**src/logic/axis_in_pkg.sv**
```systemverilog
/*
 * AXI-Stream input core shared definitions
 * Widths, FIFO depth, register map and the lane/word view of a stored word
 */
`default_nettype none

package axis_in_pkg;

   // Stream and word sizes
   localparam int TDATA_W = 8;
   localparam int DATA_W  = 32;
   localparam int LANES   = 4;
   localparam int LANE_W  = 2;

   // Word FIFO geometry
   localparam int FIFO_ADDR_W = 4;
   localparam int FIFO_DEPTH  = 1 << FIFO_ADDR_W;
   localparam int LEVEL_W     = FIFO_ADDR_W + 1;

   // Register map
   localparam int CSR_ADDR_W = 3;
   localparam logic [CSR_ADDR_W-1:0] REG_CTRL   = 3'd0;
   localparam logic [CSR_ADDR_W-1:0] REG_THRESH = 3'd1;
   localparam logic [CSR_ADDR_W-1:0] REG_STATUS = 3'd2;
   localparam logic [CSR_ADDR_W-1:0] REG_NWORDS = 3'd3;
   localparam logic [CSR_ADDR_W-1:0] REG_DATA   = 3'd4;

   // CTRL fields
   localparam int CTRL_EN_BIT   = 0;
   localparam int CTRL_MODE_BIT = 1;
   localparam int CTRL_SRST_BIT = 2;

   // STATUS fields
   localparam int ST_EMPTY_BIT = 0;
   localparam int ST_FULL_BIT  = 1;
   localparam int ST_TLAST_BIT = 2;
   localparam int ST_LEVEL_LSB = 8;

   // One stored word, seen per lane by the RAMs or whole by the output side
   typedef union packed {
      logic [LANES-1:0][TDATA_W-1:0] lane;
      logic [DATA_W-1:0]             word;
   } stream_word_u;

endpackage

`default_nettype wire

```
**src/logic/axis_in_csr.sv**
```systemverilog
/*
 * Control and status registers of the stream input core
 * Output steering by mode, DATA pops and the level interrupt
 */
`timescale 1ns/100ps
`default_nettype none

module axis_in_csr (
   input  logic                              clk_i,
   input  logic                              rst_n_i,
   input  logic                              csr_wen_i,
   input  logic                              csr_ren_i,
   input  logic [axis_in_pkg::CSR_ADDR_W-1:0] csr_addr_i,
   input  logic [axis_in_pkg::DATA_W-1:0]     csr_wdata_i,
   input  logic                              out_valid_i,
   input  logic [axis_in_pkg::DATA_W-1:0]     out_data_i,
   input  logic                              empty_i,
   input  logic                              full_i,
   input  logic [axis_in_pkg::LEVEL_W-1:0]    level_i,
   input  logic                              tlast_detected_i,
   input  logic [axis_in_pkg::DATA_W-1:0]     nbeats_i,
   input  logic                              sys_tready_i,
   output logic [axis_in_pkg::DATA_W-1:0]     csr_rdata_o,
   output logic                              enable_o,
   output logic                              stream_mode_o,
   output logic                              soft_rst_o,
   output logic                              pop_o,
   output logic                              sys_tvalid_o,
   output logic [axis_in_pkg::DATA_W-1:0]     sys_tdata_o,
   output logic                              interrupt_o
);

   import axis_in_pkg::*;

   logic               enable_q;
   logic               mode_q;
   logic               srst_q;
   logic [LEVEL_W-1:0] thresh_q;
   logic               data_rd;
   logic [DATA_W-1:0]  ctrl_word;
   logic [DATA_W-1:0]  status_word;
   logic [DATA_W-1:0]  rdata_nxt;

   always_ff @(posedge clk_i or negedge rst_n_i) begin
      if (!rst_n_i) begin
         enable_q <= 1'b0;
         mode_q   <= 1'b0;
         srst_q   <= 1'b0;
         // Out of reach until software programs it
         thresh_q <= '1;
      end else if (csr_wen_i) begin
         if (csr_addr_i == REG_CTRL) begin
            enable_q <= csr_wdata_i[CTRL_EN_BIT];
            mode_q   <= csr_wdata_i[CTRL_MODE_BIT];
            srst_q   <= csr_wdata_i[CTRL_SRST_BIT];
         end
         if (csr_addr_i == REG_THRESH) begin
            thresh_q <= csr_wdata_i[LEVEL_W-1:0];
         end
      end
   end

   assign enable_o      = enable_q;
   assign stream_mode_o = mode_q;
   assign soft_rst_o    = srst_q;

   // DATA reads only consume words in CSR mode
   assign data_rd = csr_ren_i & (csr_addr_i == REG_DATA) & ~mode_q & out_valid_i;
   assign pop_o   = mode_q ? (sys_tready_i & out_valid_i) : data_rd;

   assign sys_tvalid_o = out_valid_i & mode_q;
   assign sys_tdata_o  = out_data_i;

   assign interrupt_o = (level_i >= thresh_q);

   always_comb begin
      ctrl_word                   = '0;
      ctrl_word[CTRL_EN_BIT]      = enable_q;
      ctrl_word[CTRL_MODE_BIT]    = mode_q;
      ctrl_word[CTRL_SRST_BIT]    = srst_q;

      status_word                            = '0;
      status_word[ST_EMPTY_BIT]              = empty_i;
      status_word[ST_FULL_BIT]               = full_i;
      status_word[ST_TLAST_BIT]              = tlast_detected_i;
      status_word[ST_LEVEL_LSB +: LEVEL_W]   = level_i;

      case (csr_addr_i)
         REG_CTRL:   rdata_nxt = ctrl_word;
         REG_THRESH: rdata_nxt = DATA_W'(thresh_q);
         REG_STATUS: rdata_nxt = status_word;
         REG_NWORDS: rdata_nxt = nbeats_i;
         REG_DATA:   rdata_nxt = data_rd ? out_data_i : '0;
         default:    rdata_nxt = '0;
      endcase
   end

   always_ff @(posedge clk_i or negedge rst_n_i) begin
      if (!rst_n_i) begin
         csr_rdata_o <= '0;
      end else if (csr_ren_i) begin
         csr_rdata_o <= rdata_nxt;
      end
   end

endmodule

`default_nettype wire

```
**src/logic/axis_in_top.sv**
```systemverilog
/*
 * AXI-Stream input core top level
 * Lane packer, four lane RAMs, word FIFO controller and register block
 */
`timescale 1ns/100ps
`default_nettype none

module axis_in_top (
   input  logic                              clk_i,
   input  logic                              rst_n_i,
   input  logic                              axis_tvalid_i,
   input  logic [axis_in_pkg::TDATA_W-1:0]    axis_tdata_i,
   input  logic                              axis_tlast_i,
   input  logic                              sys_tready_i,
   input  logic                              csr_wen_i,
   input  logic                              csr_ren_i,
   input  logic [axis_in_pkg::CSR_ADDR_W-1:0] csr_addr_i,
   input  logic [axis_in_pkg::DATA_W-1:0]     csr_wdata_i,
   output logic                              axis_tready_o,
   output logic                              sys_tvalid_o,
   output logic [axis_in_pkg::DATA_W-1:0]     sys_tdata_o,
   output logic [axis_in_pkg::DATA_W-1:0]     csr_rdata_o,
   output logic                              interrupt_o
);

   import axis_in_pkg::*;

   logic                   enable;
   logic                   stream_mode;
   logic                   soft_rst;
   logic [LANES-1:0]       lane_we;
   logic [TDATA_W-1:0]     lane_wdata;
   logic                   word_commit;
   logic                   tlast_detected;
   logic [DATA_W-1:0]      nbeats;
   logic [FIFO_ADDR_W-1:0] wr_addr;
   logic                   rd_en;
   logic [FIFO_ADDR_W-1:0] rd_addr;
   stream_word_u           rd_word;
   logic                   full;
   logic                   empty;
   logic [LEVEL_W-1:0]     level;
   logic                   out_valid;
   logic [DATA_W-1:0]      out_data;
   logic                   pop;

   axis_lane_packer u_packer (
      .clk_i           (clk_i),
      .rst_n_i         (rst_n_i),
      .soft_rst_i      (soft_rst),
      .enable_i        (enable),
      .stream_mode_i   (stream_mode),
      .fifo_full_i     (full),
      .axis_tvalid_i   (axis_tvalid_i),
      .axis_tdata_i    (axis_tdata_i),
      .axis_tlast_i    (axis_tlast_i),
      .axis_tready_o   (axis_tready_o),
      .lane_we_o       (lane_we),
      .lane_wdata_o    (lane_wdata),
      .word_commit_o   (word_commit),
      .tlast_detected_o(tlast_detected),
      .nbeats_o        (nbeats)
   );

   // One RAM per byte lane, read back as a whole word
   for (genvar g = 0; g < LANES; g++) begin : gen_lane
      lane_ram u_ram (
         .clk_i    (clk_i),
         .we_i     (lane_we[g]),
         .wr_addr_i(wr_addr),
         .wr_data_i(lane_wdata),
         .rd_en_i  (rd_en),
         .rd_addr_i(rd_addr),
         .rd_data_o(rd_word.lane[g])
      );
   end

   word_fifo_ctrl u_fifo (
      .clk_i        (clk_i),
      .rst_n_i      (rst_n_i),
      .soft_rst_i   (soft_rst),
      .word_commit_i(word_commit),
      .rd_word_i    (rd_word),
      .pop_i        (pop),
      .wr_addr_o    (wr_addr),
      .rd_en_o      (rd_en),
      .rd_addr_o    (rd_addr),
      .full_o       (full),
      .empty_o      (empty),
      .level_o      (level),
      .out_valid_o  (out_valid),
      .out_data_o   (out_data)
   );

   axis_in_csr u_csr (
      .clk_i           (clk_i),
      .rst_n_i         (rst_n_i),
      .csr_wen_i       (csr_wen_i),
      .csr_ren_i       (csr_ren_i),
      .csr_addr_i      (csr_addr_i),
      .csr_wdata_i     (csr_wdata_i),
      .out_valid_i     (out_valid),
      .out_data_i      (out_data),
      .empty_i         (empty),
      .full_i          (full),
      .level_i         (level),
      .tlast_detected_i(tlast_detected),
      .nbeats_i        (nbeats),
      .sys_tready_i    (sys_tready_i),
      .csr_rdata_o     (csr_rdata_o),
      .enable_o        (enable),
      .stream_mode_o   (stream_mode),
      .soft_rst_o      (soft_rst),
      .pop_o           (pop),
      .sys_tvalid_o    (sys_tvalid_o),
      .sys_tdata_o     (sys_tdata_o),
      .interrupt_o     (interrupt_o)
   );

endmodule

`default_nettype wire

```
**src/logic/axis_lane_packer.sv**
```systemverilog
/*
 * Stream lane packer
 * Steers input beats into byte lanes, zero-pads after tlast, counts beats
 */
`timescale 1ns/100ps
`default_nettype none

module axis_lane_packer (
   input  logic                           clk_i,
   input  logic                           rst_n_i,
   input  logic                           soft_rst_i,
   input  logic                           enable_i,
   input  logic                           stream_mode_i,
   input  logic                           fifo_full_i,
   input  logic                           axis_tvalid_i,
   input  logic [axis_in_pkg::TDATA_W-1:0] axis_tdata_i,
   input  logic                           axis_tlast_i,
   output logic                           axis_tready_o,
   output logic [axis_in_pkg::LANES-1:0]   lane_we_o,
   output logic [axis_in_pkg::TDATA_W-1:0] lane_wdata_o,
   output logic                           word_commit_o,
   output logic                           tlast_detected_o,
   output logic [axis_in_pkg::DATA_W-1:0]  nbeats_o
);

   import axis_in_pkg::*;

   localparam logic [LANE_W-1:0] LAST_LANE = LANE_W'(LANES - 1);

   logic [LANE_W-1:0] lane_idx;
   logic              padding;
   logic              tlast_seen;
   logic [DATA_W-1:0] beat_cnt;
   logic              beat;
   logic              pad_wr;
   logic              lane_wr;

   // Input blocked after tlast in CSR mode
   assign axis_tready_o = enable_i & ~fifo_full_i & ~padding
                          & ~(~stream_mode_i & tlast_seen);

   assign beat    = axis_tvalid_i & axis_tready_o;
   // Zero fill waits for room in the FIFO
   assign pad_wr  = padding & ~fifo_full_i;
   assign lane_wr = beat | pad_wr;

   always_comb begin
      lane_we_o = '0;
      if (lane_wr) begin
         lane_we_o[lane_idx] = 1'b1;
      end
   end

   assign lane_wdata_o  = padding ? '0 : axis_tdata_i;
   assign word_commit_o = lane_wr & (lane_idx == LAST_LANE);

   always_ff @(posedge clk_i or negedge rst_n_i) begin
      if (!rst_n_i) begin
         lane_idx   <= '0;
         padding    <= 1'b0;
         tlast_seen <= 1'b0;
         beat_cnt   <= '0;
      end else if (soft_rst_i) begin
         lane_idx   <= '0;
         padding    <= 1'b0;
         tlast_seen <= 1'b0;
         beat_cnt   <= '0;
      end else begin
         if (lane_wr) begin
            lane_idx <= lane_idx + 1'b1;
         end

         // tlast short of the top lane starts the fill
         if (beat && axis_tlast_i && lane_idx != LAST_LANE) begin
            padding <= 1'b1;
         end else if (pad_wr && lane_idx == LAST_LANE) begin
            padding <= 1'b0;
         end

         if (beat && axis_tlast_i) begin
            tlast_seen <= 1'b1;
         end

         // The tlast beat still counts, later beats do not
         if (beat && !tlast_seen) begin
            beat_cnt <= beat_cnt + DATA_W'(1);
         end
      end
   end

   assign tlast_detected_o = tlast_seen;
   assign nbeats_o         = beat_cnt;

endmodule

`default_nettype wire

```
**src/logic/lane_ram.sv**
```systemverilog
/*
 * Byte-lane RAM, one write port and one registered read port
 */
`timescale 1ns/100ps
`default_nettype none

module lane_ram (
   input  logic                               clk_i,
   input  logic                               we_i,
   input  logic [axis_in_pkg::FIFO_ADDR_W-1:0] wr_addr_i,
   input  logic [axis_in_pkg::TDATA_W-1:0]     wr_data_i,
   input  logic                               rd_en_i,
   input  logic [axis_in_pkg::FIFO_ADDR_W-1:0] rd_addr_i,
   output logic [axis_in_pkg::TDATA_W-1:0]     rd_data_o
);

   import axis_in_pkg::*;

   logic [TDATA_W-1:0] mem [FIFO_DEPTH];

   always_ff @(posedge clk_i) begin
      if (we_i) begin
         mem[wr_addr_i] <= wr_data_i;
      end
      if (rd_en_i) begin
         rd_data_o <= mem[rd_addr_i];
      end
   end

endmodule

`default_nettype wire

```
**src/logic/word_fifo_ctrl.sv**
```systemverilog
/*
 * Word FIFO controller over the lane RAMs
 * Pointers, level and flags, read issue and the output holding register
 */
`timescale 1ns/100ps
`default_nettype none

module word_fifo_ctrl (
   input  logic                               clk_i,
   input  logic                               rst_n_i,
   input  logic                               soft_rst_i,
   input  logic                               word_commit_i,
   input  axis_in_pkg::stream_word_u           rd_word_i,
   input  logic                               pop_i,
   output logic [axis_in_pkg::FIFO_ADDR_W-1:0] wr_addr_o,
   output logic                               rd_en_o,
   output logic [axis_in_pkg::FIFO_ADDR_W-1:0] rd_addr_o,
   output logic                               full_o,
   output logic                               empty_o,
   output logic [axis_in_pkg::LEVEL_W-1:0]     level_o,
   output logic                               out_valid_o,
   output logic [axis_in_pkg::DATA_W-1:0]      out_data_o
);

   import axis_in_pkg::*;

   // Pointers carry one wrap bit above the address
   logic [LEVEL_W-1:0] wr_ptr;
   logic [LEVEL_W-1:0] rd_ptr;
   logic [LEVEL_W-1:0] stored;
   logic               rd_pend;
   logic               out_valid;
   logic [DATA_W-1:0]  out_data;

   assign stored = wr_ptr - rd_ptr;

   assign wr_addr_o = wr_ptr[FIFO_ADDR_W-1:0];
   assign rd_addr_o = rd_ptr[FIFO_ADDR_W-1:0];

   // Fetch the next word once the holding register frees up
   assign rd_en_o = (stored != '0) & ~rd_pend & (~out_valid | pop_i);

   always_ff @(posedge clk_i or negedge rst_n_i) begin
      if (!rst_n_i) begin
         wr_ptr    <= '0;
         rd_ptr    <= '0;
         rd_pend   <= 1'b0;
         out_valid <= 1'b0;
      end else if (soft_rst_i) begin
         wr_ptr    <= '0;
         rd_ptr    <= '0;
         rd_pend   <= 1'b0;
         out_valid <= 1'b0;
      end else begin
         if (word_commit_i) begin
            wr_ptr <= wr_ptr + 1'b1;
         end
         if (rd_en_o) begin
            rd_ptr <= rd_ptr + 1'b1;
         end
         rd_pend <= rd_en_o;

         // Returned RAM word lands here a cycle after the read
         if (rd_pend) begin
            out_valid <= 1'b1;
         end else if (pop_i) begin
            out_valid <= 1'b0;
         end
      end
   end

   always_ff @(posedge clk_i) begin
      if (rd_pend) begin
         out_data <= rd_word_i.word;
      end
   end

   assign out_valid_o = out_valid;
   assign out_data_o  = out_data;

   // Holding register excluded from full
   assign full_o = (stored == LEVEL_W'(FIFO_DEPTH));

   // A word in flight from the RAMs still counts as held
   assign empty_o = (stored == '0) & ~rd_pend & ~out_valid;
   assign level_o = stored + LEVEL_W'(rd_pend) + LEVEL_W'(out_valid);

endmodule

`default_nettype wire

```
**config.mk**
```make
export PLATFORM = sky130hd
export DESIGN_NAME = axis_in_top
export DESIGN_NICKNAME = d
export VERILOG_FILES = /design/src/logic/axis_in_pkg.sv /design/src/logic/axis_in_csr.sv /design/src/logic/axis_in_top.sv /design/src/logic/axis_lane_packer.sv /design/src/logic/lane_ram.sv /design/src/logic/word_fifo_ctrl.sv
export SDC_FILE = /design/constraint.sdc
export NUM_CORES = 1
export LEC_CHECK = 0
export ABC_AREA = 1
export BUFFER_PORTS_ARGS = -buffer_cell sky130_fd_sc_hd__buf_2
export CAP_MARGIN = 20
export CORE_MARGIN = 8
export CORE_UTILIZATION = 65
export CTS_CLUSTER_DIAMETER = 80
export DETAILED_ROUTE_END_ITERATION = 6
export GPL_TIMING_DRIVEN = 0
export PLACE_DENSITY = 0.84
export SLEW_MARGIN = 25
export SYNTH_ARGS = -nofsm -noshare
export SYNTH_HDL_FRONTEND = slang
export SYNTH_HIERARCHICAL = 1
export SYNTH_SLANG_ARGS = --single-unit
```
**constraint.sdc**
```tcl
create_clock -name clk_i -period 11.01 [get_ports clk_i]
set_input_delay 2.202 -clock clk_i [delete_from_list [all_inputs] [get_ports clk_i]]
set_output_delay 2.202 -clock clk_i [all_outputs]
set_load 0.02 [all_outputs]
```
# After elaboration in Yosys (flattened, before gate mapping)
# Memory sizes are Yosys's and may differ from the RTL's. A register that Yosys moved wholly into a read port is not among the register bits.
# Index checks and enable logic that the tools add are counted.
# word_totals
regBits	120
latchBits	0
mem_bits_rw	512
romBits	0
in_bits	50
output_inout_bits	67
word_cells	109
n_memories	4
# mem_list
memory	depth	word_bits	rd	rd_ports_with_merged_regs	wr	line	text
gen_lane[0].u_ram.mem	16	8	1	1	1	lane_ram.sv:19	logic [TDATA_W-1:0] mem [FIFO_DEPTH];
gen_lane[1].u_ram.mem	16	8	1	1	1	lane_ram.sv:19	
gen_lane[2].u_ram.mem	16	8	1	1	1	lane_ram.sv:19	
gen_lane[3].u_ram.mem	16	8	1	1	1	lane_ram.sv:19	
# op_classes
addsub	7
mul	0
div_mod_pow	0
magnitude_cmp	3
eq_ne	7
n_shift	0
n_mux	32
n_bitwise	24
reduce_logical	18
# ops
operator	n
32-bit case mux with 5 select lines	1
32-bit two-way mux	3
32-bit by 1-bit adder with 32-bit output (second input constant)	1
5-bit two-way mux	4
1-bit two-way mux	19
1-bit bitwise AND	16
5-bit by 1-bit adder with 5-bit output	2
5-bit by 1-bit adder with 5-bit output (second input constant)	2
2-bit nonzero test	5
8-bit two-way mux	1
3-bit by 2-bit equality test with 1-bit output (second input constant)	2
1-bit NOT	6
3-bit nonzero test	2
5-bit equality test (second input constant)	1
5-bit greater-or-equal comparator	1
1-bit logical AND	5
5-bit logical NOT	1
5-bit nonzero test	1
5-bit subtractor	1
2-bit two-way mux	2
4-bit two-way mux	1
2-bit AND reduction	2
3-bit by 1-bit equality test with 1-bit output (second input constant)	1
3-bit equality test (second input constant)	1
9 further kinds	10

# Depth between registers and ports, before layout
# logic_depth
ltp_word	11
mapped_depth	20
mapped_depth_nobuf	20

# Hierarchy
# The synthesis kept the hierarchy.
# modules_own_cells
mod	instances	cells_each	area_per_inst_um2	seq_area_each_um2
lane_ram	4	551	5846.9	4083.9
axis_in_csr	1	361	2528.7	1007.2
axis_lane_packer	1	350	2372.3	900.9
word_fifo_ctrl	1	156	1936.9	1261.2

# Least setup slack after synthesis
# Ideal clock, no wire load.
# synth_timing
path_type	reg-to-output
start	register u_fifo.rd_pend
end	output interrupt_o
t_arrival_ns	2.848
required_ns	8.808
slack_ns	5.960
stages_incl_launch_ff	10
n_path_buf	0
path_cell_list	dfrtp_1 > inv_1 > fa_1 > inv_1 > ha_1 > nand3_1 > xor2_1 > ha_1 > nand2_1 > o2111ai_1
# synth_via
elab_chain_cells	3
# synth_rtl
element	line	text
from (decl)	word_fifo_ctrl.sv:31	logic rd_pend;
from (signal assigned)	word_fifo_ctrl.sv:61	rd_pend <= rd_en_o;
5-bit by 1-bit adder with 5-bit output (2 in a row)	word_fifo_ctrl.sv:86	assign level_o = stored + LEVEL_W'(rd_pend) + LEVEL_W'(out_valid);
via level[4]	axis_in_top.sv:42	logic [LEVEL_W-1:0] level;
5-bit greater-or-equal comparator	axis_in_csr.sv:74	assign interrupt_o = (level_i >= thresh_q);
to (decl)	axis_in_top.sv:23	output logic interrupt_o
# The timed path passes the listed nets, and every way through them passes these cells.

# Final worst setup path
# layout_timing
start	register u_fifo.rd_ptr[0]
end	output interrupt_o
# layout_via
elab_chain_cells	4
# layout_rtl
element	line	text
from (decl)	word_fifo_ctrl.sv:29	logic [LEVEL_W-1:0] rd_ptr;
from (signal assigned)	word_fifo_ctrl.sv:59	rd_ptr <= rd_ptr + 1'b1;
5-bit subtractor	word_fifo_ctrl.sv:35	assign stored = wr_ptr - rd_ptr;
5-bit by 1-bit adder with 5-bit output (2 in a row)	word_fifo_ctrl.sv:86	
via level[3]	axis_in_top.sv:42	
5-bit greater-or-equal comparator	axis_in_csr.sv:74	
# The timed path passes the listed nets, and every way through them passes these cells.

==> results.md <==
- Outcome: finished, final reports clean
- Tot GR Track Use: 29.1%
- IO Port Bufs: 86
- Post-synthesis mux area share: 0%
- Combinational share of power: 31.2%
- Synth Area in Compound Gates: 0.844%
- Xor and xnor area share after synthesis: 0.315%
- Leakage: 0.0152 uW
- Crit-path most repeated cell: ha_1
- Int Pwr: 5230 uW
- Worst-margin pin slew: 0.881 ns
- 1st-iter DRT viols: 2977
- Seq pwr share: 39.9%
- DP Wirelength: 54000 um
- EDFF count, synth: 576
- Area contributors post-synth: edfxtp_1, nand2_1, nand3_1
- Worst path max stage delay: 0.46 ns
- Vias: 22500
- Critical Path Fanout Max: 6
- Fmax: 0.174 GHz
- Rows: 79
- Flops & latches, synth: 664
- Net Count, Synth: 3140
- Net Sw Frac: 34.6%
- H-tree levels: 3
- Setup violations, final: 0
- Routability congestion estimate from global placement: 0.992
- Yosys top cell area share: 57.2%
- Worst EP required: 8.81 ns
- Power density cells: 234 nW/um2
- Drc violations: 0
- Nets: 3316
- Post_cts resized: 0
- Startpoint Class: flop
- Top_reg_cell synth: edfxtp_1
- Largest net degree at the start of global routing: 53
- Max cap viols: 0
- Ratio of cells with drive above 1 in the final layout: 12.6%
- Reg2reg start: u_fifo/rd_ptr[0]
- Dominant combinational cell family by area after synthesis: simple AND/OR/NAND/NOR gates
- Die width: 232 um
- TritonCTS Sinks: 664
- Antenna violations before repair: 1
- Remaining global-route overflow: 0
- Cts bufs inserted: 67
- Die Y: 232 um
- Routed Antenna Nets: 0
- Fin Setup TNS: 0 ns
- Top delay family on crit path: adder cells
- CTS max path bufs: 3
- Final Hold Viols: 0
- Simple-Gate Fraction of Synth Area: 23.6%
- Sw Pwr: 2770 uW
- Final Slew Violations: 0
- Worst path arrival time: 3.55 ns
- Min-Delay Path Class: reg -> reg
- Routed WL per cell: 20.1 um
- Cells after Synth: 3071
- FFs w/ async S/R, synth: 13.3%
- Overall power: 8000 uW
- Hold Buf Count CTS: 0
- Relative slew slack: 41.0%
- Die ar.: 53700 um2
- CTS root buf: clkbuf_16
- First-pass DRT Iterations: 6
- Adder-cell area share of the yosys netlist: 0.836%
- Critical path startpoint: u_fifo/rd_ptr[0]
- Reg clk slew, reported paths: 0.06 ns
- Skew-Pair Late Insertion Delay: 0.61 ns
- Fillcell total: 3025
- Clock period minus worst slack: 5.75 ns
- Critical path, cell by cell: ha_1, fa_1, xnor2_2, nand3_1, xor2_1, ha_1, nand2_1, inv_1, nand4_1, o2111ai_1, buf_2
- Final wirelength: 78600 um
- Area grow syn2layout: 13.2%
- Post-CTS Repair Setup Buffers: 0
- Initial core utilization: 65.3%
- I/O pin count: 117
- Setup CP Type: reg -> out
- WP buf/inv: 2
- Vias per cell: 5.76
- Clock skew: 0.0260 ns
- Synth Cell Area: 30200 um2
- Count leader, synth: nand2_1
- FF-to-FF path depth: 14
- First-pass GRT wire length: 120000 um
- ANT cells: 0
- Max VDD drop: 0.000217 V
- Final period util: 52.2%
- Reg2reg end: gen_lane[3].u_ram/mem[12][2]
- CP endpoint kind: output pin
- Sequential-to-total area share from yosys stat: 64.5%
- Critical Path Slowest Stage Cell: dfrtp_1
- Reg2reg setup slack: 6.53 ns
- TritonCTS clock tree: built
- Syn avg cell area: 9.84 um2
- Top cells by count, synth: nand2_1, edfxtp_1, inv_1
- RSZ-0062 raised after global routing: no
- Yosys cell types: 42
- Levels on crit path: 11
- Setup crit end: interrupt_o
- Yosys warns: 6
- Clock share of power: 28.8%
- Core area: 46300 um2
- Library cell with the largest summed area after synthesis: edfxtp_1
- Vias in the first global route: 22100
-- cell usage in the layout (no fill, tap or decap), drive strengths merged, types with 27 or more instances in the layout --
cell,instances
buf,262
clkbuf,90
clkinv,27
dfrtp,83
edfxtp,576
inv,500
nand2,1014
nand3,445
nor2,157
-- how the worst min path moves through the flow --
stage	start	endpoint	cells after the start
after global placement	gen_lane[2].u_ram/rd_data_o[2]	u_fifo/out_data_o[18]	0
after global routing	gen_lane[1].u_ram/rd_data_o[0]	u_fifo/out_data_o[8]	0
final	gen_lane[1].u_ram/rd_data_o[0]	u_fifo/out_data_o[8]	0
after detailed placement	gen_lane[2].u_ram/rd_data_o[0]	u_fifo/out_data_o[16]	0
after CTS	gen_lane[1].u_ram/rd_data_o[0]	u_fifo/out_data_o[8]	0
after floorplan	gen_lane[0].u_ram/rd_data_o[0]	u_fifo/out_data_o[0]	0
-- per-stage QoR --
stage | setup WS, ns | utilization [%] | instance area [um2] | hold WS, ns | std cells
after detailed placement | 5.90 | 69.1 | 32000 | 0.405 | 3785
after floorplan | 5.96 | - | 30200 | 0.400 | 3071
after global routing | 5.07 | 73.9 | 34200 | 0.427 | 3907
final | 5.26 | 73.9 | 34200 | 0.409 | 3907
after CTS | 5.24 | 73.9 | 34200 | 0.410 | 3907
after global placement | 3.65 | 67.9 | 31400 | 0.402 | 3764
-- sequential cells by signal, indices dropped and copies added (netlist names) --
| register | count |
|---|---|
| gen_lane.u_ram/mem | 512 |
| gen_lane.u_ram/rd_data_o | 32 |
| u_csr/csr_rdata_o | 32 |
| u_fifo/out_data_o | 32 |
| u_packer/nbeats_o | 32 |
| u_csr/thresh_q | 5 |
| u_fifo/rd_ptr | 5 |
| u_fifo/wr_ptr | 5 |
| u_packer/lane_idx | 2 |
| u_csr/enable_o | 1 |
| u_csr/soft_rst_o | 1 |
| u_csr/stream_mode_o | 1 |
| u_fifo/out_valid_o | 1 |
| u_fifo/rd_pend | 1 |
| u_packer/padding | 1 |
| u_packer/tlast_detected_o | 1 |
-- power by group through the flow --
stage	sequential, uW	clock (uW)	combinational, uW
2_1_floorplan	3220	0	1550
3_3_place_gp	3280	0	2240
3_5_place_dp	3250	0	2420
4_1_cts	3200	2330	2440
5_1_grt	3210	2420	2690
6_report	3200	2300	2500
-- cell type report --
cell class | count | area, um2 | area share (%)
Multi-Input combinational cell | 1748 | 7790 | 22.8
Timing Repair Buffer | 107 | 922 | 2.70
Inverter | 499 | 1870 | 5.48
Sequential cell | 664 | 19500 | 57.0
Clock buffer | 85 | 1900 | 5.55
Buffer | 160 | 1120 | 3.27
Clock inverter | 37 | 338 | 0.988
Tap cell | 607 | 759 | 2.22
-- routing by layer --
metal / vias to the layer above / GRT usage (%) / share of wire [%]
met4: 2 / 12.3 / 4.0
met5: - / 0 / 0.017
met1: 10600 / 37.6 / 37
met2: 1422 / 47.6 / 47
met3: 249 / 6.35 / 11
li1: 10200 / - / -
-- cells by family after synthesis --
kind of cell    after synthesis
flops                       664
buf+inv                     659
fa+ha+maj                    19
xor+xnor                     10
compound gates               49
simple gates               1670
No activity file was read; power rests on OpenSTA's default activity.
